## src/include/sad_settings.svh

```systemverilog
`ifndef SAD_SETTINGS_SVH
`define SAD_SETTINGS_SVH

// reference length, also the number of lanes
`define SAD_REF_SAMPLES 32

// one adc sample
`define SAD_SAMPLE_BITS 8

// accumulator width, msb flags saturation
`define SAD_SUM_BITS 16

// enough to address every reference entry
`define SAD_INDEX_BITS 5

// edges from the last window sample to trigger
`define SAD_MATCH_LATENCY 4

`endif

```

## src/sad_pkg.sv

```systemverilog
`include "sad_settings.svh"

package sad_pkg;

    // raw adc or reference sample
    typedef logic [`SAD_SAMPLE_BITS-1:0] sample_t;

    // running sad, also used for the threshold
    typedef logic [`SAD_SUM_BITS-1:0] sum_t;

    // reference address or window phase
    typedef logic [`SAD_INDEX_BITS-1:0] index_t;

    // one bit per lane
    typedef logic [`SAD_REF_SAMPLES-1:0] lane_mask_t;

    typedef enum logic [1:0] {
        IDLE,
        FILLING,    // first window not complete yet
        MATCHING
    } run_state_t;

endpackage

```

## src/sad_lane_if.sv

```systemverilog
`timescale 1ns/1ns

interface sad_lane_if;
    import sad_pkg::*;

    sample_t    ref_head;   // reference entry at the current phase
    lane_mask_t restart;    // lanes closing one window and opening the next
    lane_mask_t ready;      // lanes whose windows lie inside the run
    logic       running;
    lane_mask_t match;      // per lane compare result, one cycle wide

    modport store (
        output ref_head,
        input  running
    );

    modport timer (
        output restart,
        output ready,
        input  running
    );

    modport fsm (
        output running,
        input  ready,
        input  match
    );

    modport lanes (
        input  ref_head,
        input  restart,
        output match
    );

endinterface

```

## src/sad_run_fsm.sv

```systemverilog
`timescale 1ns/1ns

module sad_run_fsm (
    input  logic        adc_sampleclk,
    input  logic        reset,
    input  logic        armed_and_ready,
    input  logic        active,
    input  logic        multiple_triggers,
    input  logic        clear_status,
    sad_lane_if.fsm     lane,
    output logic        trigger,
    output logic        triggered,
    output logic [15:0] num_triggers
);
    import sad_pkg::*;

    run_state_t state;
    logic       run_start;
    logic       hit_any;
    logic       locked;
    logic       fire;

    assign lane.running = armed_and_ready & active;
    assign run_start    = lane.running && (state == IDLE);

    // only lanes with a full window inside the run may count
    assign hit_any = |(lane.match & lane.ready);

    // single trigger mode: hold off once fired, including the edge right after
    assign locked = !multiple_triggers && (triggered || trigger);
    assign fire   = lane.running && hit_any && !locked;

    always_ff @(posedge adc_sampleclk) begin
        if (reset || !lane.running) begin
            state <= IDLE;
        end else begin
            case (state)
                IDLE:    state <= FILLING;
                FILLING: begin
                    if (|lane.ready)
                        state <= MATCHING;
                end
                default: state <= MATCHING;
            endcase
        end
    end

    always_ff @(posedge adc_sampleclk) begin
        if (reset)
            trigger <= 1'b0;
        else
            trigger <= fire;
    end

    // status is zeroed by a clear pulse or a fresh run
    always_ff @(posedge adc_sampleclk) begin
        if (reset || clear_status || run_start) begin
            triggered    <= 1'b0;
            num_triggers <= '0;
        end else if (trigger) begin
            triggered    <= 1'b1;
            num_triggers <= num_triggers + 16'd1;
        end
    end

    // ready is dropped outside a run, so no stale lane can fire after idle
    a_no_trigger_after_idle: assert property (
        @(posedge adc_sampleclk) disable iff (reset)
        (state == IDLE) |=> !trigger
    );

endmodule

```

## src/sad_window_timer.sv

```systemverilog
`timescale 1ns/1ns
`include "sad_settings.svh"

module sad_window_timer (
    input  logic            adc_sampleclk,
    input  logic            reset,
    input  logic            sad_short,
    sad_lane_if.timer       lane,
    output sad_pkg::index_t phase
);
    import sad_pkg::*;

    localparam int LANES = `SAD_REF_SAMPLES;

    // lane i restarts two edges after the run takes sample i (mod W),
    // the pipeline depth ahead of the accumulators
    localparam lane_mask_t LONG_SEED  = lane_mask_t'(1) << (LANES - 2);
    localparam lane_mask_t SHORT_SEED = LONG_SEED | (lane_mask_t'(1) << (LANES / 2 - 2));

    index_t     phase_top;
    lane_mask_t seed;
    logic       wrap;

    assign phase_top = sad_short ? index_t'(LANES / 2 - 1) : index_t'(LANES - 1);
    assign seed      = sad_short ? SHORT_SEED : LONG_SEED;
    assign wrap      = (phase == phase_top);

    always_ff @(posedge adc_sampleclk) begin
        if (reset || !lane.running) begin
            phase        <= '0;
            lane.restart <= seed;
            lane.ready   <= '0;
        end else begin
            phase        <= wrap ? '0 : index_t'(phase + 1'b1);
            lane.restart <= {lane.restart[LANES-2:0], lane.restart[LANES-1]};
            // bit 0 latches after the first full window, then walks up
            lane.ready   <= {lane.ready[LANES-2:0], lane.ready[0] | wrap};
        end
    end

    // the seed loaded while idle must match the mode used in the run
    a_restart_hot: assert property (
        @(posedge adc_sampleclk) disable iff (reset)
        lane.running |-> ($countones(lane.restart) == (sad_short ? 2 : 1))
    );

endmodule

```

## src/sad_reference_store.sv

```systemverilog
`timescale 1ns/1ns
`include "sad_settings.svh"

module sad_reference_store (
    input  logic            adc_sampleclk,
    input  logic            reset,
    input  logic            ref_write,
    input  sad_pkg::index_t ref_index,
    input  sad_pkg::sample_t ref_data,
    input  sad_pkg::index_t phase,
    sad_lane_if.store       lane
);
    import sad_pkg::*;

    localparam int DEPTH = `SAD_REF_SAMPLES;

    sample_t ref_mem [DEPTH];

    always_ff @(posedge adc_sampleclk) begin
        if (reset) begin
            for (int i = 0; i < DEPTH; i++) begin
                ref_mem[i] <= '0;
            end
        end else if (ref_write) begin
            ref_mem[ref_index] <= ref_data; // one entry per strobe
        end
    end

    // head of the reference delay chain, one edge behind phase
    always_ff @(posedge adc_sampleclk) begin
        lane.ref_head <= ref_mem[phase];
    end

    // the lanes read the table every cycle of a run
    a_no_write_in_run: assert property (
        @(posedge adc_sampleclk) disable iff (reset)
        lane.running |-> !ref_write
    );

endmodule

```

## src/sad_lane_array.sv

```systemverilog
`timescale 1ns/1ns
`include "sad_settings.svh"

module sad_lane_array (
    input  logic             adc_sampleclk,
    input  sad_pkg::sample_t adc_datain,
    input  sad_pkg::sum_t    threshold,
    sad_lane_if.lanes        lane
);
    import sad_pkg::*;

    localparam int LANES   = `SAD_REF_SAMPLES;
    localparam int SUM_TOP = `SAD_SUM_BITS - 1;

    sample_t         sample_r;
    sample_t         sample_rr;        // lines up with ref_dly
    sample_t         ref_dly [LANES];  // ref_dly[i] is ref_head delayed i+1 edges
    wire lane_mask_t hits;

    always_ff @(posedge adc_sampleclk) begin
        sample_r   <= adc_datain;
        sample_rr  <= sample_r;
        ref_dly[0] <= lane.ref_head;
        for (int i = 1; i < LANES; i++) begin
            ref_dly[i] <= ref_dly[i-1];
        end
    end

    // each lane sees the same samples against a reference shifted by its index,
    // so a window that starts on lane i's restart uses entries 0..W-1 in order
    for (genvar i = 0; i < LANES; i++) begin : g_lane
        sum_t abs_diff;
        sum_t sad_sum;
        logic hit;

        always_comb begin
            if (sample_rr > ref_dly[i])
                abs_diff = sum_t'(sample_rr) - sum_t'(ref_dly[i]);
            else
                abs_diff = sum_t'(ref_dly[i]) - sum_t'(sample_rr);
        end

        always_ff @(posedge adc_sampleclk) begin
            if (lane.restart[i]) begin
                // close the old window, open the new one with this difference
                hit     <= !sad_sum[SUM_TOP] && (sad_sum <= threshold);
                sad_sum <= abs_diff;
            end else begin
                hit <= 1'b0;
                if (!sad_sum[SUM_TOP])
                    sad_sum <= sad_sum + abs_diff;  // sticks once msb is set
            end
        end

        assign hits[i] = hit;
    end

    assign lane.match = hits;

endmodule

```

## src/sad_trigger.sv

```systemverilog
`timescale 1ns/1ns

module sad_trigger (
    input  logic             adc_sampleclk,
    input  logic             reset,
    input  sad_pkg::sample_t adc_datain,
    input  logic             armed_and_ready,
    input  logic             active,
    input  logic             ref_write,
    input  sad_pkg::index_t  ref_index,
    input  sad_pkg::sample_t ref_data,
    input  sad_pkg::sum_t    threshold,
    input  logic             sad_short,
    input  logic             multiple_triggers,
    input  logic             clear_status,
    output logic             trigger,
    output logic             triggered,
    output logic [15:0]      num_triggers
);
    import sad_pkg::*;

    index_t phase;  // reference read address for the lane chain

    sad_lane_if u_lane_if ();

    sad_run_fsm u_run_fsm (
        .adc_sampleclk     (adc_sampleclk),
        .reset             (reset),
        .armed_and_ready   (armed_and_ready),
        .active            (active),
        .multiple_triggers (multiple_triggers),
        .clear_status      (clear_status),
        .lane              (u_lane_if.fsm),
        .trigger           (trigger),
        .triggered         (triggered),
        .num_triggers      (num_triggers)
    );

    sad_window_timer u_window_timer (
        .adc_sampleclk (adc_sampleclk),
        .reset         (reset),
        .sad_short     (sad_short),
        .lane          (u_lane_if.timer),
        .phase         (phase)
    );

    sad_reference_store u_reference_store (
        .adc_sampleclk (adc_sampleclk),
        .reset         (reset),
        .ref_write     (ref_write),
        .ref_index     (ref_index),
        .ref_data      (ref_data),
        .phase         (phase),
        .lane          (u_lane_if.store)
    );

    sad_lane_array u_lane_array (
        .adc_sampleclk (adc_sampleclk),
        .adc_datain    (adc_datain),
        .threshold     (threshold),
        .lane          (u_lane_if.lanes)
    );

endmodule

```

## config.mk

```make
export PLATFORM = sky130hd
export DESIGN_NAME = sad_trigger
export DESIGN_NICKNAME = d
export VERILOG_FILES = /design/src/sad_pkg.sv /design/src/sad_lane_if.sv /design/src/sad_run_fsm.sv /design/src/sad_window_timer.sv /design/src/sad_reference_store.sv /design/src/sad_lane_array.sv /design/src/sad_trigger.sv
export VERILOG_INCLUDE_DIRS = /design/src /design/src/include
export SDC_FILE = /design/constraint.sdc
export NUM_CORES = 2
export LEC_CHECK = 0
export BUFFER_PORTS_ARGS = -buffer_cell sky130_fd_sc_hd__buf_4
export CAP_MARGIN = 25
export CORE_MARGIN = 2
export CORE_UTILIZATION = 28
export CTS_CLUSTER_SIZE = 30
export DETAILED_ROUTE_END_ITERATION = 10
export PLACE_DENSITY = 0.4
export SETUP_SLACK_MARGIN = 0.3
export SLEW_MARGIN = 20
export SYNTH_ARGS = -nofsm -noshare
export SYNTH_HDL_FRONTEND = slang
export SYNTH_SLANG_ARGS = --single-unit
export TNS_END_PERCENT = 20
```

## constraint.sdc

```tcl
create_clock -name adc_sampleclk -period 24.5 [get_ports adc_sampleclk]
set_clock_uncertainty 0.15 [all_clocks]
set_input_delay 1.225 -clock adc_sampleclk [delete_from_list [all_inputs] [get_ports adc_sampleclk]]
set_output_delay 1.225 -clock adc_sampleclk [all_outputs]
set_load 0.005 [all_outputs]
```

Word level (Yosys, flattened, before mapping)

Memory sizes are Yosys's and may differ from the RTL's. A register that Yosys moved wholly into a read port is not among the register bits.
Cells that the tools add are included.

Register bits: 649
RAM bits: 512
Output and inout port bits: 18
Word-level logic and storage cells: 496
Memories: 2

Memory list:

| memory                    | words | bits a word | rd ports | clocked after Yosys merged registers in | write ports | line                      | source |
|---|---|---|---|---|---|---|---|
| u_lane_array.ref_dly      | 32    | 8           | 32       | 0                                       | 32          | sad_lane_array.sv:17      | `sample_t ref_dly [LANES];` |
| u_reference_store.ref_mem | 32    | 8           | 1        | 1                                       | 32          | sad_reference_store.sv:17 | `sample_t ref_mem [DEPTH];` |

$add $sub $neg: 98
$lt $le $gt $ge: 64
Equality and inequality tests: 35
Multiplexer cells: 109
Bitwise logic cells: 3
Reductions and logical operators: 80

Operator list:

| cell                                                | number |
|---|---|
| 2-to-1 mux 16 bit                                   | 96 |
| subtractor 8 x 8 -> 9 bit                           | 64 |
| adder 16 bit                                        | 32 |
| <= comparator 16 bit                                | 32 |
| greater-than comparator 8 bit                       | 32 |
| inequality test 2 bit, second input constant        | 32 |
| OR reduction 32 bit                                 | 2 |
| logical AND 1 bit                                   | 36 |
| logical NOT 1 bit                                   | 35 |
| bitwise AND 32 bit                                  | 1 |
| 2-to-1 mux 32 bit                                   | 1 |
| adder 16 x 1 -> 16 bit, second input constant       | 1 |
| 2-to-1 mux 15 bit                                   | 1 |
| 2-to-1 mux 5 bit                                    | 2 |
| 2-to-1 mux 8 bit                                    | 1 |
| OR reduction 8 bit                                  | 1 |
| 2-to-1 mux 1 bit                                    | 6 |
| adder 5 x 1 -> 5 bit, second input constant         | 1 |
| equality test 5 bit                                 | 1 |
| logical OR 1 bit                                    | 4 |
| one-hot mux 2 bit (2 select lines)                  | 1 |
| equality test 2 x 1 -> 1 bit, second input constant | 1 |
| logical NOT 2 bit                                   | 1 |
| 2-to-1 mux 2 bit                                    | 1 |
| 4 further kinds                                     | 4 |

Depth between registers and ports, before layout

An unclocked memory read counts as a cell.

Depth after elaboration: 6
Mapped depth: 21
Mapped depth without buffers: 20

Modules after synthesis

A second synthesis with hierarchy kept.

Cells, all modules: 9840
Area, all modules: 95932.0 um2

By module, submodules not included:

| module              | instances | cells an instance | area each (um2) | sequential area each (um2) |
|---|---|---|---|---|
| sad_lane_array      | 1         | 8821              | 80921.4         | 21140.3 |
| sad_reference_store | 1         | 733               | 11977.7         | 7847.5 |
| sad_window_timer    | 1         | 156               | 1964.4          | 1381.3 |
| sad_run_fsm         | 1         | 130               | 1068.5          | 400.4 |

Worst setup path after synthesis

No wires, ideal clock.

Path type: register -> register
From: reg u_lane_array.sample_rr[1]
To: reg u_lane_array.g_lane[31].sad_sum[13] (data pin)
Library setup time: 0.265 ns
Arrival: 7.910 ns
Data required time: 24.085 ns
Slack: 16.175 ns
Cell stages (with the launch flop): 18
Path buffers: 0
Path through: dfxtp_1 > inv_1 > fa_1 > a21o_1 > a21oi_1 > inv_1 > a21o_1 > a21oi_1 > mux2i_1 > xor2_1 > ha_1 > a21o_1 > a2111oi_4 > o21ai_1 > or4_1 > a31oi_1 > xor2_1 > o21ai_0

Longest elaborated chain between the ends: 5
Elaborated cells on any way between the ends: 7
Those cells by class: add/sub (3); order compare (1); mux (3)

Ends and longest elaborated chain:

| what                                                    | line                 | source |
|---|---|---|
| from (decl)                                             | sad_lane_array.sv:16 | `sample_t sample_rr;` |
| from (signal assigned)                                  | sad_lane_array.sv:22 | `sample_rr <= sample_r;` |
| subtractor 8 x 8 -> 9 bit, or another cell as far along | sad_lane_array.sv:40 | `abs_diff = sum_t'(ref_dly[i]) - sum_t'(sample_rr);` |
| 2-to-1 mux 16 bit (*)                                   | sad_lane_array.sv:37 | `if (sample_rr > ref_dly[i])` |
| adder 16 bit                                            | sad_lane_array.sv:51 | `sad_sum <= sad_sum + abs_diff;` |
| 2-to-1 mux 16 bit                                       | sad_lane_array.sv:50 | `if (!sad_sum[SUM_TOP])` |
| 2-to-1 mux 16 bit (*)                                   | sad_lane_array.sv:44 | `if (lane.restart[i]) begin` |
| to (signal assigned)                                    | sad_lane_array.sv:47 | `sad_sum <= abs_diff;` |
| to (signal assigned)                                    | sad_lane_array.sv:51 |  |
| to (decl)                                               | sad_lane_array.sv:33 | `sum_t sad_sum;` |

Every way passes the cells marked *; elsewhere a longest branch is shown, timed or not. The select of a mux whose other input is x is not followed.
A chain may end at the register's enable or synchronous reset.

Worst setup path after layout

From: reg u_lane_array.sample_rr[0]
To: reg u_lane_array.g_lane[0].sad_sum[11] (data pin)

Longest elaborated chain between the ends: 5
Elaborated cells on any way between the ends: 7
Those cells by class: add/sub (3); order compare (1); mux (3)

Ends and longest elaborated chain:

| what                                                    | line |
|---|---|
| subtractor 8 x 8 -> 9 bit, or another cell as far along | sad_lane_array.sv:40 |
| 2-to-1 mux 16 bit (*)                                   | sad_lane_array.sv:37 |
| adder 16 bit                                            | sad_lane_array.sv:51 |
| 2-to-1 mux 16 bit                                       | sad_lane_array.sv:50 |
| 2-to-1 mux 16 bit (*)                                   | sad_lane_array.sv:44 |
| to (signal assigned)                                    | sad_lane_array.sv:47 |
| to (signal assigned)                                    | sad_lane_array.sv:51 |
| to (decl)                                               | sad_lane_array.sv:33 |

Marks and branches as above.

==> results_dict.tcl <==
set metrics [dict create \
    status "finished clean" \
    timing.setup.tns_ns 0 \
    dpl.hpwl_um 223600 \
    finalHoldViolCount 0 \
    period_needed_ns 6.624 \
    fin_ws_ns 17.88 \
    ys.flop_type "edfxtp_1" \
    dr_total_vias 74672 \
    slew_headroom_pct 24.97 \
    start_util_pct 28.10 \
    area_growth_syn_to_layout_pct 11.58 \
    grt_usage_pct 17.61 \
    antenna_found_initial 33 \
    clk_latency_ns 0.88 \
    die_height_um 590.4 \
    die_x_um 590.4 \
    rr_startpoint "u_lane_array.sample_rr[0]$_DFF_P_" \
    avgViaCountPerCell 5.087 \
    numPortBuffers 62 \
    cts_root_buffer "clkbuf_16" \
    synth_area_leader_cell "edfxtp_1" \
    grt_pass1_vias 74980 \
    worst_pin_slew_ns 1.114 \
    drv_cap 0 \
    place_area_mm2 0.1021 \
    rr_worst_depth 19 \
    stdcell_area_mm2 0.1074 \
    ys_seq_area_share_pct 31.95 \
    syn_nets 11651 \
    drc 0 \
    routabilityCongestion 0.8376 \
    cellLeakagePower_uw 0.04523 \
    grt_pass1_wl_um 472400 \
    postSynthAreaPerCell_um2 9.719 \
    wl_um 314600 \
    num_rows 215 \
    gr-total-overflow 0 \
    synth.top_cell.area_share_pct 22.95 \
    cts_buffers 165 \
    synth_area_leaders "edfxtp_1 23%, ha_1 21%, dfxtp_1 9.0%" \
    wl_per_cell_um 21.43 \
    htree_levels 4 \
    synth_cells 9908 \
    drt_iter0_drc 4077 \
    max_freq_ghz 0.1510 \
    crit_end "u_lane_array.g_lane[0].sad_sum[11]$_DFFE_PP_" \
    drive_gt1_share_pct 6.870 \
    layout.nets 11730 \
    critPathKind "reg -> reg" \
    timing.rr.end "u_lane_array.g_lane[0].sad_sum[11]$_DFFE_PP_" \
    power_density_mw_per_mm2 71.27 \
    maxSlewViolCount 0 \
    io_pins 63 \
    ys_ff_latch 1169 \
    cts_hold_buf 0 \
    firstDrtPassIters 6 \
    cts_setup_buffers 0 \
    ant_nets 0 \
    dp_slack_ns 17.98 \
    netlist_area_mm2 0.09630 \
    startpoint "u_lane_array.sample_rr[0]$_DFF_P_" \
    ys_types 106 \
    startpoint_type "register" \
    required_ns 24.91 \
    cts_sinks 1169 \
    coreArea_mm2 0.3427 \
    yosys_warnings 0 \
    cts_tree "yes" \
    cts_buffer_depth 4 \
    path_clk_slew_ns 0.06 \
    grt_setup_unrepaired "no" \
    holdWs_ns 0.1769 \
    r2r_setup_slack_ns 17.88 \
    setup_violations 0 \
    cp.arrival_ns 7.03 \
    path_max_fanout 33 \
    die_area_mm2 0.3486 \
    period_share_pct 27.04 \
    synth-async-reset-ratio_pct 0 \
    grt_start_max_net_pins 66 \
    cts_resized 0 \
    synth_edf_count 736 \
    critPathCaptureType "register" \
    irDropWorstVdd_mv 0.05040 \
    hold_class "reg -> reg" \
]
[state kept, by name (all words and copies together), names as in the netlist]
name and flops:
u_run_fsm.trigger 1, u_run_fsm.state 2, u_window_timer.lane.ready 32, u_reference_store.ref_mem 256, u_window_timer.phase 5, u_window_timer.lane.restart 32, u_lane_array.sample_r 8, u_lane_array.sample_rr 8
u_lane_array.g_lane.hit 32, u_reference_store.lane.ref_head 8, u_run_fsm.triggered 1, u_lane_array.ref_dly 256, u_run_fsm.num_triggers 16, u_lane_array.g_lane.sad_sum 512
[critical path, cell delays in order (launching register included)]
cell	delay (ns)
dfxtp_4	1.05
clkinv_2	0.50
buf_4	0.48
ha_1	0.32
nor2b_1	0.16
o211a_1	0.16
o21ai_1	0.12
a31oi_2	0.66
mux2i_1	0.24
a221oi_2	0.33
o21ai_0	0.15
xor2_1	0.18
ha_1	0.23
or3_1	0.38
o221a_2	0.29
o21ai_0	0.25
nand2b_1	0.14
a31oi_1	0.23
xor2_1	0.17
o21ai_1	0.07
[Yosys cell counts, types with 126 or more instances]
library cell	number
inv_1	718
nor2b_1	213
and2_1	305
clkbuf_1	126
nand3_1	142
nor2_1	512
a21oi_1	598
ha_1	1602
xor2_1	236
a21o_1	382
o21a_1	214
edfxtp_1	736
nand4_1	198
o21ai_0	711
xnor2_1	340
dfxtp_1	433
mux2i_1	157
nand2_1	565
[cell usage in the layout (no fill, tap or decap), types with 198 or more instances in the layout]
master,n
xnor2_1,340
and2_1,305
nand2_1,565
a21oi_1,598
dfxtp_1,423
edfxtp_1,736
nor2b_1,213
inv_1,695
nor2_1,511
o21ai_0,711
a21o_1,382
o21a_1,214
ha_1,1602
xor2_1,236
nand4_1,198
[how the worst min path moves through the flow]
stage,start,end,cells past startpoint
final,u_reference_store.lane.ref_head[5]$_DFF_P_,u_lane_array.ref_dly[0][5]$_DFF_P_,0
after detailed placement,u_reference_store.lane.ref_head[5]$_DFF_P_,u_lane_array.ref_dly[0][5]$_DFF_P_,0
after global placement,u_reference_store.lane.ref_head[7]$_DFF_P_,u_lane_array.ref_dly[0][7]$_DFF_P_,0
after CTS,u_reference_store.lane.ref_head[7]$_DFF_P_,u_lane_array.ref_dly[0][7]$_DFF_P_,0
after floorplan,u_reference_store.lane.ref_head[0]$_DFF_P_,u_lane_array.ref_dly[0][0]$_DFF_P_,0
after global routing,u_reference_store.lane.ref_head[7]$_DFF_P_,u_lane_array.ref_dly[0][7]$_DFF_P_,0
[cells by family after synthesis]
kind of cell	share of synthesized area (%)
buffers and inverters	3.834
AND/OR/NAND/NOR	13.01
flip-flops	31.95
XOR/XNOR	5.239
adder cells (fa/ha/maj)	22.81
AO/OA/AOI/OAI	19.03
multiplexers	4.119
[layer usage]
metal  vias to the layer above  routed length, um  global-route usage, %  share of wire (%)
met5                         -                 12                      0             0.0038
met4                         2               6870                  3.824                2.2
met3                       347              10910                  1.692                3.5
met2                      1316             146100                  29.75                 46
met1                     36414             150700                  24.22                 48
li1                      36593                  -                      -                  -
[power by group]
group	switching (uW)	internal [uW]	total, uW
combinational	1700	1250	2940
sequential	97.0	2190	2280
clock	1020	1410	2430
total	2810	4850	7660
[final cells by class]
| type | instances | area [um^2] |
|---|---|---|
| fill | 35237 | 235300 |
| sequential | 1169 | 30800 |
| timing repair buffer | 132 | 998.5 |
| multi-input combinational | 7799 | 61850 |
| antenna | 5 | 12.51 |
| clock inverter | 53 | 486.7 |
| inverter | 720 | 2754 |
| tap | 4557 | 5702 |
| clock buffer | 244 | 4837 |
[stage by stage]
stage          util [%]  std cells  total power, uW
2_1_floorplan         -       9908             4559
3_3_place_gp      29.77      14368             5229
3_5_place_dp      29.79      14374             5248
4_1_cts           31.34      14671             7746
5_1_grt           31.35      14675             8175
6_report          31.35      14679             7658
(Power assumes the default switching activity.)
